File: config.mk
export PLATFORM = sky130hd
export DESIGN_NAME = pyramid_top
export DESIGN_NICKNAME = d
export VERILOG_FILES = /design/src/pyramid_pkg.sv /design/src/uart_rx.sv /design/src/uart_tx.sv /design/src/pixel_ram.sv /design/src/image_loader.sv /design/src/pyramid_downsampler.sv /design/src/level_sender.sv /design/src/button_debouncer.sv /design/src/pyramid_top.sv
export VERILOG_INCLUDE_DIRS = /design/src
export SDC_FILE = /design/constraint.sdc
export NUM_CORES = 1
export LEC_CHECK = 0
export ABC_AREA = 1
export BUFFER_PORTS_ARGS = -buffer_cell sky130_fd_sc_hd__buf_4
export CAP_MARGIN = 5
export CELL_PAD_IN_SITES_DETAIL_PLACEMENT = 0
export CELL_PAD_IN_SITES_GLOBAL_PLACEMENT = 1
export CORE_ASPECT_RATIO = 1.4
export CORE_MARGIN = 3
export CORE_UTILIZATION = 30
export CTS_CLUSTER_SIZE = 30
export DETAILED_ROUTE_END_ITERATION = 8
export PLACE_DENSITY = 0.61
export REMOVE_ABC_BUFFERS = 1
export SLEW_MARGIN = 25
export SYNTH_ARGS = -nofsm -noshare
export SYNTH_HDL_FRONTEND = slang
export SYNTH_SLANG_ARGS = --single-unit
File: constraint.sdc
create_clock -name clk_100mhz -period 4.1 [get_ports clk_100mhz]
set_clock_uncertainty 0.2 [all_clocks]
set_input_delay 0.82 -clock clk_100mhz [delete_from_list [all_inputs] [get_ports clk_100mhz]]
set_output_delay 0.82 -clock clk_100mhz [all_outputs]
set_load 0.02 [all_outputs]
File: src/pyramid_cfg.svh
`ifndef PYRAMID_CFG_SVH
`define PYRAMID_CFG_SVH

// input image geometry
`define PYR_WIDTH 8
`define PYR_HEIGHT 8

// greyscale pixel width
`define PYR_BIT_DEPTH 8

// uart bit period in clk_100mhz cycles
`define PYR_CLKS_PER_BAUD 50

// cycles the send button must hold a level before it is accepted
`define PYR_DEBOUNCE_CYCLES 16

`endif

File: src/pyramid_pkg.sv
`include "pyramid_cfg.svh"

package pyramid_pkg;

    // one greyscale sample
    typedef logic [`PYR_BIT_DEPTH-1:0] pixel_t;

    // address into the full resolution frame buffer
    typedef logic [$clog2(`PYR_WIDTH*`PYR_HEIGHT)-1:0] full_addr_t;

    // address into the half resolution level buffer
    typedef logic [$clog2(`PYR_WIDTH*`PYR_HEIGHT/4)-1:0] half_addr_t;

endpackage

File: src/uart_rx.sv
`timescale 1ns/1ps
`default_nettype none
`include "pyramid_cfg.svh"

module uart_rx import pyramid_pkg::*; (
    input  logic   clk_100mhz,
    input  logic   sys_rst,
    input  logic   rx_i,
    output pixel_t data_o,
    output logic   valid_o
);
    localparam int CLKS  = `PYR_CLKS_PER_BAUD;
    localparam int CNT_W = $clog2(CLKS);

    localparam logic [1:0] S_IDLE  = 2'd0;
    localparam logic [1:0] S_START = 2'd1;
    localparam logic [1:0] S_DATA  = 2'd2;
    localparam logic [1:0] S_STOP  = 2'd3;

    logic             rx_meta;
    logic             rx_sync;
    logic [1:0]       state;
    logic [CNT_W-1:0] baud_cnt;
    logic [2:0]       bit_cnt;
    pixel_t           shift_q;

    assign data_o = shift_q;

    always_ff @(posedge clk_100mhz) begin
        if (sys_rst) begin
            rx_meta <= 1'b1;                                   // line idles high
            rx_sync <= 1'b1;
        end else begin
            rx_meta <= rx_i;
            rx_sync <= rx_meta;
        end
    end

    always_ff @(posedge clk_100mhz) begin
        if (sys_rst) begin
            state    <= S_IDLE;
            baud_cnt <= '0;
            bit_cnt  <= '0;
            valid_o  <= 1'b0;
        end else begin
            valid_o <= 1'b0;
            case (state)
                S_IDLE: begin
                    baud_cnt <= '0;
                    if (!rx_sync) begin
                        state <= S_START;                      // falling edge of start bit
                    end
                end
                S_START: begin
                    if (baud_cnt == CNT_W'(CLKS/2 - 1)) begin
                        baud_cnt <= '0;
                        bit_cnt  <= '0;
                        state    <= rx_sync ? S_IDLE : S_DATA; // glitch check at mid bit
                    end else begin
                        baud_cnt <= baud_cnt + 1'b1;
                    end
                end
                S_DATA: begin
                    if (baud_cnt == CNT_W'(CLKS - 1)) begin
                        baud_cnt <= '0;
                        shift_q  <= {rx_sync, shift_q[`PYR_BIT_DEPTH-1:1]}; // lsb first
                        bit_cnt  <= bit_cnt + 1'b1;
                        if (bit_cnt == 3'd7) begin
                            state <= S_STOP;
                        end
                    end else begin
                        baud_cnt <= baud_cnt + 1'b1;
                    end
                end
                default: begin
                    if (baud_cnt == CNT_W'(CLKS - 1)) begin
                        baud_cnt <= '0;
                        valid_o  <= rx_sync;                   // drop frames with a bad stop bit
                        state    <= S_IDLE;
                    end else begin
                        baud_cnt <= baud_cnt + 1'b1;
                    end
                end
            endcase
        end
    end

endmodule

`default_nettype wire

File: src/uart_tx.sv
`timescale 1ns/1ps
`default_nettype none
`include "pyramid_cfg.svh"

module uart_tx import pyramid_pkg::*; (
    input  logic   clk_100mhz,
    input  logic   sys_rst,
    input  pixel_t data_i,
    input  logic   start_i,
    output logic   tx_o,
    output logic   busy_o
);
    localparam int CLKS     = `PYR_CLKS_PER_BAUD;
    localparam int CNT_W    = $clog2(CLKS);
    localparam int LAST_BIT = `PYR_BIT_DEPTH + 1;              // index of the stop bit
    localparam int BIT_W    = $clog2(LAST_BIT + 1);

    logic [CNT_W-1:0]        baud_cnt;
    logic [BIT_W-1:0]        bit_cnt;
    logic [`PYR_BIT_DEPTH:0] frame_q;                          // data bits then stop bit
    logic                    baud_tick;

    assign baud_tick = busy_o && (baud_cnt == CNT_W'(CLKS - 1));

    always_ff @(posedge clk_100mhz) begin
        if (sys_rst) begin
            busy_o   <= 1'b0;
            tx_o     <= 1'b1;
            baud_cnt <= '0;
            bit_cnt  <= '0;
        end else if (!busy_o) begin
            if (start_i) begin
                busy_o   <= 1'b1;
                tx_o     <= 1'b0;                              // start bit
                baud_cnt <= '0;
                bit_cnt  <= '0;
            end
        end else if (baud_tick) begin
            baud_cnt <= '0;
            if (bit_cnt == BIT_W'(LAST_BIT)) begin
                busy_o <= 1'b0;                                // stop bit has been on the line
            end else begin
                tx_o    <= frame_q[0];
                bit_cnt <= bit_cnt + 1'b1;
            end
        end else begin
            baud_cnt <= baud_cnt + 1'b1;
        end
    end

    always_ff @(posedge clk_100mhz) begin
        if (!busy_o && start_i) begin
            frame_q <= {1'b1, data_i};
        end else if (baud_tick) begin
            frame_q <= {1'b1, frame_q[`PYR_BIT_DEPTH:1]};
        end
    end

    // the sender upstream must wait out each frame before the next strobe
    assert property (@(posedge clk_100mhz) disable iff (sys_rst) start_i |-> !busy_o)
        else $error("uart_tx start while busy");

endmodule

`default_nettype wire

File: src/pixel_ram.sv
`timescale 1ns/1ps
`default_nettype none

module pixel_ram import pyramid_pkg::*; #(
    parameter int DEPTH = 64
) (
    input  logic                     clk_100mhz,
    input  logic                     we_i,
    input  logic [$clog2(DEPTH)-1:0] waddr_i,
    input  pixel_t                   wdata_i,
    input  logic [$clog2(DEPTH)-1:0] raddr_i,
    output pixel_t                   rdata_o
);
    pixel_t mem [DEPTH];

    always_ff @(posedge clk_100mhz) begin
        if (we_i) begin
            mem[waddr_i] <= wdata_i;
        end
    end

    // read data lands one cycle after the address
    always_ff @(posedge clk_100mhz) begin
        rdata_o <= mem[raddr_i];
    end

endmodule

`default_nettype wire

File: src/image_loader.sv
`timescale 1ns/1ps
`default_nettype none
`include "pyramid_cfg.svh"

module image_loader import pyramid_pkg::*; (
    input  logic       clk_100mhz,
    input  logic       sys_rst,
    input  pixel_t     rx_data_i,
    input  logic       rx_valid_i,
    output logic       we_o,
    output full_addr_t waddr_o,
    output pixel_t     wdata_o,
    output logic       start_o,
    output logic       loaded_o
);
    localparam int LAST_ADDR = `PYR_WIDTH * `PYR_HEIGHT - 1;

    full_addr_t addr_q;

    assign we_o    = rx_valid_i && !loaded_o;                  // frozen once the frame is in
    assign waddr_o = addr_q;
    assign wdata_o = rx_data_i;

    always_ff @(posedge clk_100mhz) begin
        if (sys_rst) begin
            addr_q   <= '0;
            start_o  <= 1'b0;
            loaded_o <= 1'b0;
        end else begin
            start_o <= 1'b0;
            if (we_o) begin
                addr_q <= addr_q + 1'b1;
                if (addr_q == full_addr_t'(LAST_ADDR)) begin
                    loaded_o <= 1'b1;
                    start_o  <= 1'b1;                          // kick the downsampler once
                end
            end
        end
    end

    // one strobe per received byte, so each pixel advances the address once
    assert property (@(posedge clk_100mhz) disable iff (sys_rst)
                     rx_valid_i |=> !rx_valid_i)
        else $error("rx strobe held for more than one cycle");

endmodule

`default_nettype wire

File: src/pyramid_downsampler.sv
`timescale 1ns/1ps
`default_nettype none
`include "pyramid_cfg.svh"

module pyramid_downsampler import pyramid_pkg::*; (
    input  logic       clk_100mhz,
    input  logic       sys_rst,
    input  logic       start_i,
    input  pixel_t     rdata_i,
    output full_addr_t raddr_o,
    output logic       we_o,
    output half_addr_t waddr_o,
    output pixel_t     wdata_o,
    output logic       done_o
);
    localparam int ACC_W     = `PYR_BIT_DEPTH + 2;             // room for four pixels
    localparam int COL_BITS  = $clog2(`PYR_WIDTH / 2);
    localparam int ROW_BITS  = $clog2(`PYR_HEIGHT / 2);
    localparam int LAST_PIX  = `PYR_WIDTH * `PYR_HEIGHT / 4 - 1;

    logic             active;
    logic [2:0]       phase;                                   // 0..3 reads, 4 write
    half_addr_t       idx;
    logic [ACC_W-1:0] acc;
    logic [ACC_W-1:0] sum;

    // source pixel for this phase, dy from phase[1] and dx from phase[0]
    assign raddr_o = {idx[COL_BITS +: ROW_BITS], phase[1], idx[COL_BITS-1:0], phase[0]};

    assign sum     = acc + ACC_W'(rdata_i);
    assign we_o    = active && (phase == 3'd4);
    assign waddr_o = idx;
    assign wdata_o = sum[ACC_W-1:2];                           // truncated mean

    always_ff @(posedge clk_100mhz) begin
        if (sys_rst) begin
            active <= 1'b0;
            phase  <= '0;
            idx    <= '0;
            done_o <= 1'b0;
        end else if (!active) begin
            if (start_i) begin
                active <= 1'b1;                                // first read went out this cycle
                phase  <= 3'd1;
            end
        end else if (phase == 3'd4) begin
            phase <= '0;
            idx   <= idx + 1'b1;
            if (idx == half_addr_t'(LAST_PIX)) begin
                active <= 1'b0;
                done_o <= 1'b1;
            end
        end else begin
            phase <= phase + 1'b1;
        end
    end

    always_ff @(posedge clk_100mhz) begin
        if (phase == 3'd1) begin
            acc <= ACC_W'(rdata_i);                            // top-left pixel
        end else begin
            acc <= sum;
        end
    end

endmodule

`default_nettype wire

File: src/level_sender.sv
`timescale 1ns/1ps
`default_nettype none
`include "pyramid_cfg.svh"

module level_sender import pyramid_pkg::*; (
    input  logic       clk_100mhz,
    input  logic       sys_rst,
    input  logic       press_i,
    input  logic       ready_i,
    input  pixel_t     rdata_i,
    input  logic       tx_busy_i,
    output half_addr_t raddr_o,
    output pixel_t     tx_data_o,
    output logic       tx_start_o,
    output logic       sending_o
);
    localparam int LAST_ADDR = `PYR_WIDTH * `PYR_HEIGHT / 4 - 1;

    localparam logic [2:0] S_IDLE  = 3'd0;
    localparam logic [2:0] S_FETCH = 3'd1;
    localparam logic [2:0] S_WAIT  = 3'd2;
    localparam logic [2:0] S_START = 3'd3;
    localparam logic [2:0] S_DRAIN = 3'd4;

    logic [2:0] state;
    half_addr_t addr_q;

    assign raddr_o   = addr_q;
    assign sending_o = (state != S_IDLE);

    always_ff @(posedge clk_100mhz) begin
        if (sys_rst) begin
            state      <= S_IDLE;
            addr_q     <= '0;
            tx_start_o <= 1'b0;
        end else begin
            tx_start_o <= 1'b0;
            case (state)
                S_IDLE: begin
                    if (press_i && ready_i) begin
                        addr_q <= '0;
                        state  <= S_FETCH;
                    end
                end
                S_FETCH: state <= S_WAIT;                      // ram read in flight
                S_WAIT: begin
                    if (!tx_busy_i) begin
                        tx_start_o <= 1'b1;
                        state      <= S_START;
                    end
                end
                S_START: begin
                    if (addr_q == half_addr_t'(LAST_ADDR)) begin
                        state <= S_DRAIN;
                    end else begin
                        addr_q <= addr_q + 1'b1;
                        state  <= S_FETCH;
                    end
                end
                S_DRAIN: begin
                    if (!tx_busy_i) begin
                        state <= S_IDLE;                       // last stop bit is out
                    end
                end
                default: state <= S_IDLE;
            endcase
        end
    end

    always_ff @(posedge clk_100mhz) begin
        if (state == S_WAIT && !tx_busy_i) begin
            tx_data_o <= rdata_i;
        end
    end

endmodule

`default_nettype wire

File: src/button_debouncer.sv
`timescale 1ns/1ps
`default_nettype none
`include "pyramid_cfg.svh"

module button_debouncer (
    input  logic clk_100mhz,
    input  logic sys_rst,
    input  logic btn_i,
    output logic press_o
);
    localparam int N     = `PYR_DEBOUNCE_CYCLES;
    localparam int CNT_W = $clog2(N);

    logic             btn_meta;
    logic             btn_sync;
    logic             clean_q;
    logic             clean_d;
    logic [CNT_W-1:0] cnt_q;

    always_ff @(posedge clk_100mhz) begin
        if (sys_rst) begin
            btn_meta <= 1'b0;
            btn_sync <= 1'b0;
            clean_q  <= 1'b0;
            clean_d  <= 1'b0;
            cnt_q    <= '0;
            press_o  <= 1'b0;
        end else begin
            btn_meta <= btn_i;
            btn_sync <= btn_meta;
            clean_d  <= clean_q;
            press_o  <= clean_q && !clean_d;                   // rising edge only
            if (btn_sync == clean_q) begin
                cnt_q <= '0;                                   // bounce restarts the wait
            end else if (cnt_q == CNT_W'(N - 1)) begin
                clean_q <= btn_sync;
                cnt_q   <= '0;
            end else begin
                cnt_q <= cnt_q + 1'b1;
            end
        end
    end

endmodule

`default_nettype wire

File: src/pyramid_top.sv
`timescale 1ns/1ps
`default_nettype none
`include "pyramid_cfg.svh"

module pyramid_top import pyramid_pkg::*; (
    input  logic clk_100mhz,
    input  logic sys_rst,
    input  logic uart_rx_i,
    input  logic send_btn_i,
    output logic uart_tx_o,
    output logic image_loaded_o,
    output logic pyramid_done_o,
    output logic sending_o
);
    localparam int FRAME_DEPTH = `PYR_WIDTH * `PYR_HEIGHT;
    localparam int LEVEL_DEPTH = FRAME_DEPTH / 4;

    pixel_t     rx_byte;
    logic       rx_valid;
    logic       frame_we;
    full_addr_t frame_waddr;
    pixel_t     frame_wdata;
    full_addr_t frame_raddr;
    pixel_t     frame_rdata;
    logic       start;
    logic       level_we;
    half_addr_t level_waddr;
    pixel_t     level_wdata;
    half_addr_t level_raddr;
    pixel_t     level_rdata;
    logic       press;
    pixel_t     tx_data;
    logic       tx_start;
    logic       tx_busy;

    uart_rx u_uart_rx (
        .clk_100mhz (clk_100mhz),
        .sys_rst    (sys_rst),
        .rx_i       (uart_rx_i),
        .data_o     (rx_byte),
        .valid_o    (rx_valid)
    );

    image_loader u_image_loader (
        .clk_100mhz (clk_100mhz),
        .sys_rst    (sys_rst),
        .rx_data_i  (rx_byte),
        .rx_valid_i (rx_valid),
        .we_o       (frame_we),
        .waddr_o    (frame_waddr),
        .wdata_o    (frame_wdata),
        .start_o    (start),
        .loaded_o   (image_loaded_o)
    );

    pixel_ram #(.DEPTH(FRAME_DEPTH)) frame_ram (
        .clk_100mhz (clk_100mhz),
        .we_i       (frame_we),
        .waddr_i    (frame_waddr),
        .wdata_i    (frame_wdata),
        .raddr_i    (frame_raddr),
        .rdata_o    (frame_rdata)
    );

    pyramid_downsampler u_downsampler (
        .clk_100mhz (clk_100mhz),
        .sys_rst    (sys_rst),
        .start_i    (start),
        .rdata_i    (frame_rdata),
        .raddr_o    (frame_raddr),
        .we_o       (level_we),
        .waddr_o    (level_waddr),
        .wdata_o    (level_wdata),
        .done_o     (pyramid_done_o)
    );

    pixel_ram #(.DEPTH(LEVEL_DEPTH)) level_ram (
        .clk_100mhz (clk_100mhz),
        .we_i       (level_we),
        .waddr_i    (level_waddr),
        .wdata_i    (level_wdata),
        .raddr_i    (level_raddr),
        .rdata_o    (level_rdata)
    );

    button_debouncer u_debouncer (
        .clk_100mhz (clk_100mhz),
        .sys_rst    (sys_rst),
        .btn_i      (send_btn_i),
        .press_o    (press)
    );

    level_sender u_level_sender (
        .clk_100mhz (clk_100mhz),
        .sys_rst    (sys_rst),
        .press_i    (press),
        .ready_i    (pyramid_done_o),
        .rdata_i    (level_rdata),
        .tx_busy_i  (tx_busy),
        .raddr_o    (level_raddr),
        .tx_data_o  (tx_data),
        .tx_start_o (tx_start),
        .sending_o  (sending_o)
    );

    uart_tx u_uart_tx (
        .clk_100mhz (clk_100mhz),
        .sys_rst    (sys_rst),
        .data_i     (tx_data),
        .start_i    (tx_start),
        .tx_o       (uart_tx_o),
        .busy_o     (tx_busy)
    );

endmodule

`default_nettype wire

# == Word level (Yosys, flattened, before mapping) ==
# Memory sizes are Yosys's and may differ from the RTL's. A register that Yosys moved wholly into a read port is not among the register bits.
# Cells that the tools add are included.
# classes
addsub,10
reduce_logical,33
n_eq_ne,28
bitwise,5
muxes,52
# ops
operator,count
6-bit two-way mux,5
3-bit two-way mux,9
4-bit two-way mux,6
8-bit two-way mux,3
6-bit by 1-bit adder with 6-bit output (second input constant),3
6-bit == test (second input constant),3
1-bit two-way mux,18
3-bit AND reduction,6
4-bit by 1-bit adder with 4-bit output (second input constant),4
4-bit == test (second input constant),4
3-bit case mux with 5 select lines,1
2-bit two-way mux,6
2-bit inequality test (second input constant),6
6-bit case mux with 2 select lines,1
10-bit by 8-bit adder with 10-bit output,1
2-bit nonzero test,5
3-bit == test (second input constant),3
2-bit by 1-bit inequality test with 1-bit output (second input constant),4
4-bit case mux with 2 select lines,1
1-bit logical AND,7
3-bit by 1-bit adder with 3-bit output (second input constant),2
3-bit by 1-bit == test with 1-bit output (second input constant),2
3-bit by 2-bit == test with 1-bit output (second input constant),2
6-bit by 5-bit == test with 1-bit output (second input constant),1
other kinds (15),25
# totals
in_bits,4
register_bits,94
ramBits,640
memories,2
# memory_table
name,words,width,rd,rd_ports_with_merged_regs,write_ports,line,source
frame_ram.mem,64,8,1,1,1,pixel_ram.sv:14,pixel_t mem [DEPTH];
level_ram.mem,16,8,1,1,1,pixel_ram.sv:14,

# == Longest topological paths before layout ==
# logic_depth
word_depth,4
depth_mapped,14
ltp_nobuf,11

# == Cells and area by module ==
# Synthesis repeated with hierarchy kept, for this count alone.
# hier_totals
cells_unflattened,2946
area_unflattened_um2,31809.3
# modules_own_cells
module,n_inst,area_per_inst_um2,cells_per_inst,seq_area_each_um2
pixel_ram at frame_ram,1,21339.2,1805,15534.9
pixel_ram at level_ram,1,5766.8,551,4003.8
pyramid_downsampler,1,1216.2,174,380.4
uart_tx,1,1042.2,139,480.5
uart_rx,1,1022.2,111,520.5
level_sender,1,690.7,72,400.4
image_loader,1,411.6,56,160.2
button_debouncer,1,320.3,38,180.2

# == Least setup slack after synthesis ==
# OpenSTA, ideal clock, no wires.
# synth_path
path_kind,reg2reg
startpoint,register u_downsampler.phase[1]
endpoint,"memory level_ram.mem[15][0] (netlist bit), enable pin"
arrival_time_ns,1.841
setup_time_ns,0.375
period_less_slack_ns,2.416
path_slack_ns,1.684
stages_incl_launch_ff,11
path_cell_list,dfxtp_1 clkbuf_1 inv_1 buf_2 ha_1 nand2_1 nor2_4 inv_1 nor2_1 inv_1 nor2_1
# synth_via
elab_chain_cells,4
# synth_lines
element,line,source
start: declaration,pyramid_downsampler.sv:22,logic [2:0] phase;
start signal: assignment,pyramid_downsampler.sv:54,phase <= phase + 1'b1;
3-bit == test,pyramid_downsampler.sv:31,assign we_o = active && (phase == 3'd4);
1-bit logical AND,pyramid_downsampler.sv:31,
1-bit two-way mux,pixel_ram.sv:17,if (we_i) begin
1-bit two-way mux (not written as such),pixel_ram.sv:18,mem[waddr_i] <= wdata_i;
end: declaration,pixel_ram.sv:14,
# Every way passes these cells.

# == Worst setup path after layout ==
# layout_path
startpoint,register u_image_loader.loaded_o
endpoint,"memory frame_ram.mem[49][6] (netlist bit), enable pin"
# layout_via
elab_chain_cells,4
# layout_lines
element,line,source
start: declaration,image_loader.sv:14,output logic loaded_o
start signal: assignment,image_loader.sv:28,loaded_o <= 1'b0;
start signal: assignment,image_loader.sv:34,loaded_o <= 1'b1;
1-bit logical NOT,image_loader.sv:20,assign we_o = rx_valid_i && !loaded_o;
1-bit logical AND,image_loader.sv:20,
1-bit two-way mux,pixel_ram.sv:17,
1-bit two-way mux (not written as such),pixel_ram.sv:18,
end: declaration,pixel_ram.sv:14,
# Every way passes these cells.

==> flow_metrics.py <==
metrics = {
    "run_status": {
        "status": "finished, final reports clean",
    },
    "die": {
        "initial_core_util_pct": 30.5,
        "dieArea_um2": 110000,
        "fp.dieH_um": 392,
        "io_pins": 8,
        "core_um2": 105000,
        "die_w_um": 282,
        "rows": 140,
    },
    "logic_synthesis": {
        "netlist_area_um2": 31900,
        "ys_ff_latch": 750,
        "synth.most_common_cell": "nand2_1",
        "yosysSeqAreaShare_pct": 67.9,
        "syn_inst": 3066,
        "synth_top_area_share_pct": 62.5,
        "synth-edff-count": 664,
        "yosys-top-cells-area": "edfxtp_1 62%, nand2_1 11%, nand3_1 5.6%",
        "avgSynthCellArea_um2": 10.4,
        "synth_common_cells": "970 x nand2_1, 664 x edfxtp_1, 355 x nand3_1",
        "synth-main-ff-cell": "edfxtp_1",
        "synth_top_cell_by_area": "edfxtp_1",
        "ys_warn_count": 0,
        "synthArstFlopShare_pct": 0,
        "ys_types": 35,
    },
    "power_and_ir_drop": {
        "irDropWorstVdd_v": 0.000354,
        "intPower_mw": 13.4,
        "clock_power_share_pct": 42.5,
        "powerDensity_nw_per_um2": 482,
        "seqPwrFrac_pct": 50.6,
        "p_comb_share_pct": 6.9,
        "p_switching_mw": 3.92,
        "switching_share_pct": 22.7,
        "p_leak_nw": 13.9,
    },
    "finish": {
        "finalNetCount": 3102,
        "layout-drive-gt1-share_pct": 6.43,
        "ff_latch_area_um2": 21700,
        "multiInputGateArea_um2": 8080,
        "syn_to_final_growth_pct": 12.6,
        "nFillCells": 10500,
        "antenna_cells": 0,
    },
    "setup_path": {
        "required_ns": 4.18,
        "arrival_ns": 2.79,
        "cp_max_fo": 8,
        "critPathKind": "reg2reg",
        "crit_path_end_kind": "register",
        "cp-start-kind": "register",
    },
    "detailed_routing": {
        "viasPerCell": 4.54,
        "postRouteAntennaNets": 0,
        "drt_wl_total_mm": 83.4,
        "drtIter0Drc": 1310,
        "drc": 0,
        "drt-wirelength-per-cell_um": 18.6,
        "vias": 20300,
        "dr.pass1.iters": 7,
    },
    "timing": {
        "slew_violations": 0,
        "tns_ns": 0,
        "fmax_mhz": 369,
        "slew_headroom_pct": 33.1,
        "hold_violations": 0,
        "finalCritPeriodShare_pct": 66.1,
        "period_minus_slack_ns": 2.71,
        "finalHoldWorstSlack_ns": 0.151,
        "setup_viol": 0,
        "worst_pin_slew_ns": 0.998,
        "rsz0062_at_grt": "no",
    },
    "cts": {
        "clockBufferDepth": 3,
        "cts_resized": 0,
        "path_clk_slew_ns": 0.06,
        "cts_sinks": 750,
        "cts-buffers-inserted": 77,
        "root_buffer": "clkbuf_16",
        "clk_latency_ns": 0.66,
        "post_cts_buffers": 0,
        "h-tree-depth": 3,
        "hold_buffers": 0,
        "cts_tree": "built",
    },
    "place": {
        "gp_congestion": 0.769,
        "dp_hpwl_mm": 49.8,
        "port_buffers": 7,
    },
    "grt": {
        "grt_max_degree": 157,
        "grt_use_total_pct": 15.3,
        "grt_overflow": 0,
        "first_global_vias": 20500,
        "antenna_found_initial": 0,
        "grt_pass1_wl_mm": 126,
    },
    "min_path": {
        "hp-class": "in2reg",
    },
    "run": {
        "maxCapViolations": 0,
    },
}
[routing by layer]
layer / track usage, % / up-vias / share of wire (%)
met3: 2.47 / 141 / 3.6
met1: 17.4 / 9746 / 40
met2: 28.1 / 334 / 52
met4: 6.56 / 0 / 4.0
li1: - / 10100 / -
met5: 0 / - / 0
[critical path: stages, from the launching register on]
cell and delay (ns):
dfxtp_1 0.32, inv_1 0.07, nand2_1 0.12, inv_1 0.11
nand2_1 0.07, inv_1 0.11, nand2_1 0.56, nor2_1 0.78
[layout by cell type, fill, tap and decap left out, drive strengths merged, types with 12 or more instances in the layout]
cell and n:
o211ai 33, ha 31, bufinv 12, a21oi 33
clkbuf 93, xor2 14, nand2 971, nor2 251
inv 349, buf 63, edfxtp 664, nand3 355
clkinv 31, nor3 17, o21ai 94, dfxtp 86
[final timing paths]
kind / cells past startpoint / to / slack (ns) / start
setup reg to reg: 7 / frame_ram.mem[49][6] / 1.39 / u_image_loader.loaded_o
setup / recovery: 7 / frame_ram.mem[49][6] / 1.39 / u_image_loader.loaded_o
hold reg to reg: 1 / u_debouncer.press_o / 0.19 / u_debouncer.clean_d
hold / removal: 2 / u_uart_rx.rx_meta / 0.15 / uart_rx_i
[power groups by stage]
stage	combinational, mW	clock (mW)	sequential [mW]
2_1_floorplan	0.631	0	8.94
3_3_place_gp	1.21	0	8.93
3_5_place_dp	1.22	0	8.93
4_1_cts	1.22	7.54	8.77
5_1_grt	1.35	7.85	8.77
6_report	1.19	7.35	8.76
[through the flow]
stage / cell area (µm²) / utilization, % / instances / setup WS [ns] / power, mW
global route: 35900 / 34.3 / 4477 / 1.25 / 18.0
detailed placement: 33300 / 31.8 / 4336 / 1.35 / 10.1
floorplan: 31000 / - / 2924 / -4.01 / 9.57
CTS: 35900 / 34.3 / 4477 / 1.37 / 17.5
global placement: 33300 / 31.8 / 4336 / 1.38 / 10.1
finish: 35900 / 34.3 / 4477 / 1.39 / 17.3
[flip-flops by register name, indices dropped and copies added, names as in the netlist, 2 cells and up]
register                  count
u_image_loader.waddr_o        6
frame_ram.mem               512
u_debouncer.cnt_q             4
u_level_sender.state          3
u_downsampler.acc            10
u_level_sender.tx_data_o      8
u_uart_rx.data_o              8
u_downsampler.waddr_o         4
level_ram.mem               128
u_level_sender.raddr_o        4
frame_ram.rdata_o             8
u_uart_tx.baud_cnt            6
u_downsampler.phase           3
u_uart_rx.bit_cnt             3
u_uart_tx.bit_cnt             4
u_uart_rx.state               2
u_uart_rx.baud_cnt            6
level_ram.rdata_o             8
u_uart_tx.frame_q             8
[final cells by class]
type / count / area share [%]
flip-flops and latches: 750 / 60.3
multi-input cells: 1826 / 22.5
clock buffers: 93 / 5.77
well taps: 1349 / 4.70
inverters: 348 / 3.66
clock inverters: 48 / 1.58
repair buffers: 63 / 1.46
[kinds of logic (layout without fill, tap and decap cells)]
family / Yosys count / after routing / share of synthesized area [%]
xor gates and xnor gates: 18 / 18 / 0.494
AOI/OAI and AO/OA: 167 / 167 / 2.92
adders and majority gates: 32 / 32 / 1.28
buffers and inverters: 490 / 552 / 6.87
DFF: 750 / 750 / 67.9
and+or+nand+nor: 1609 / 1609 / 20.6
Power figures use the tool's default switching activity.
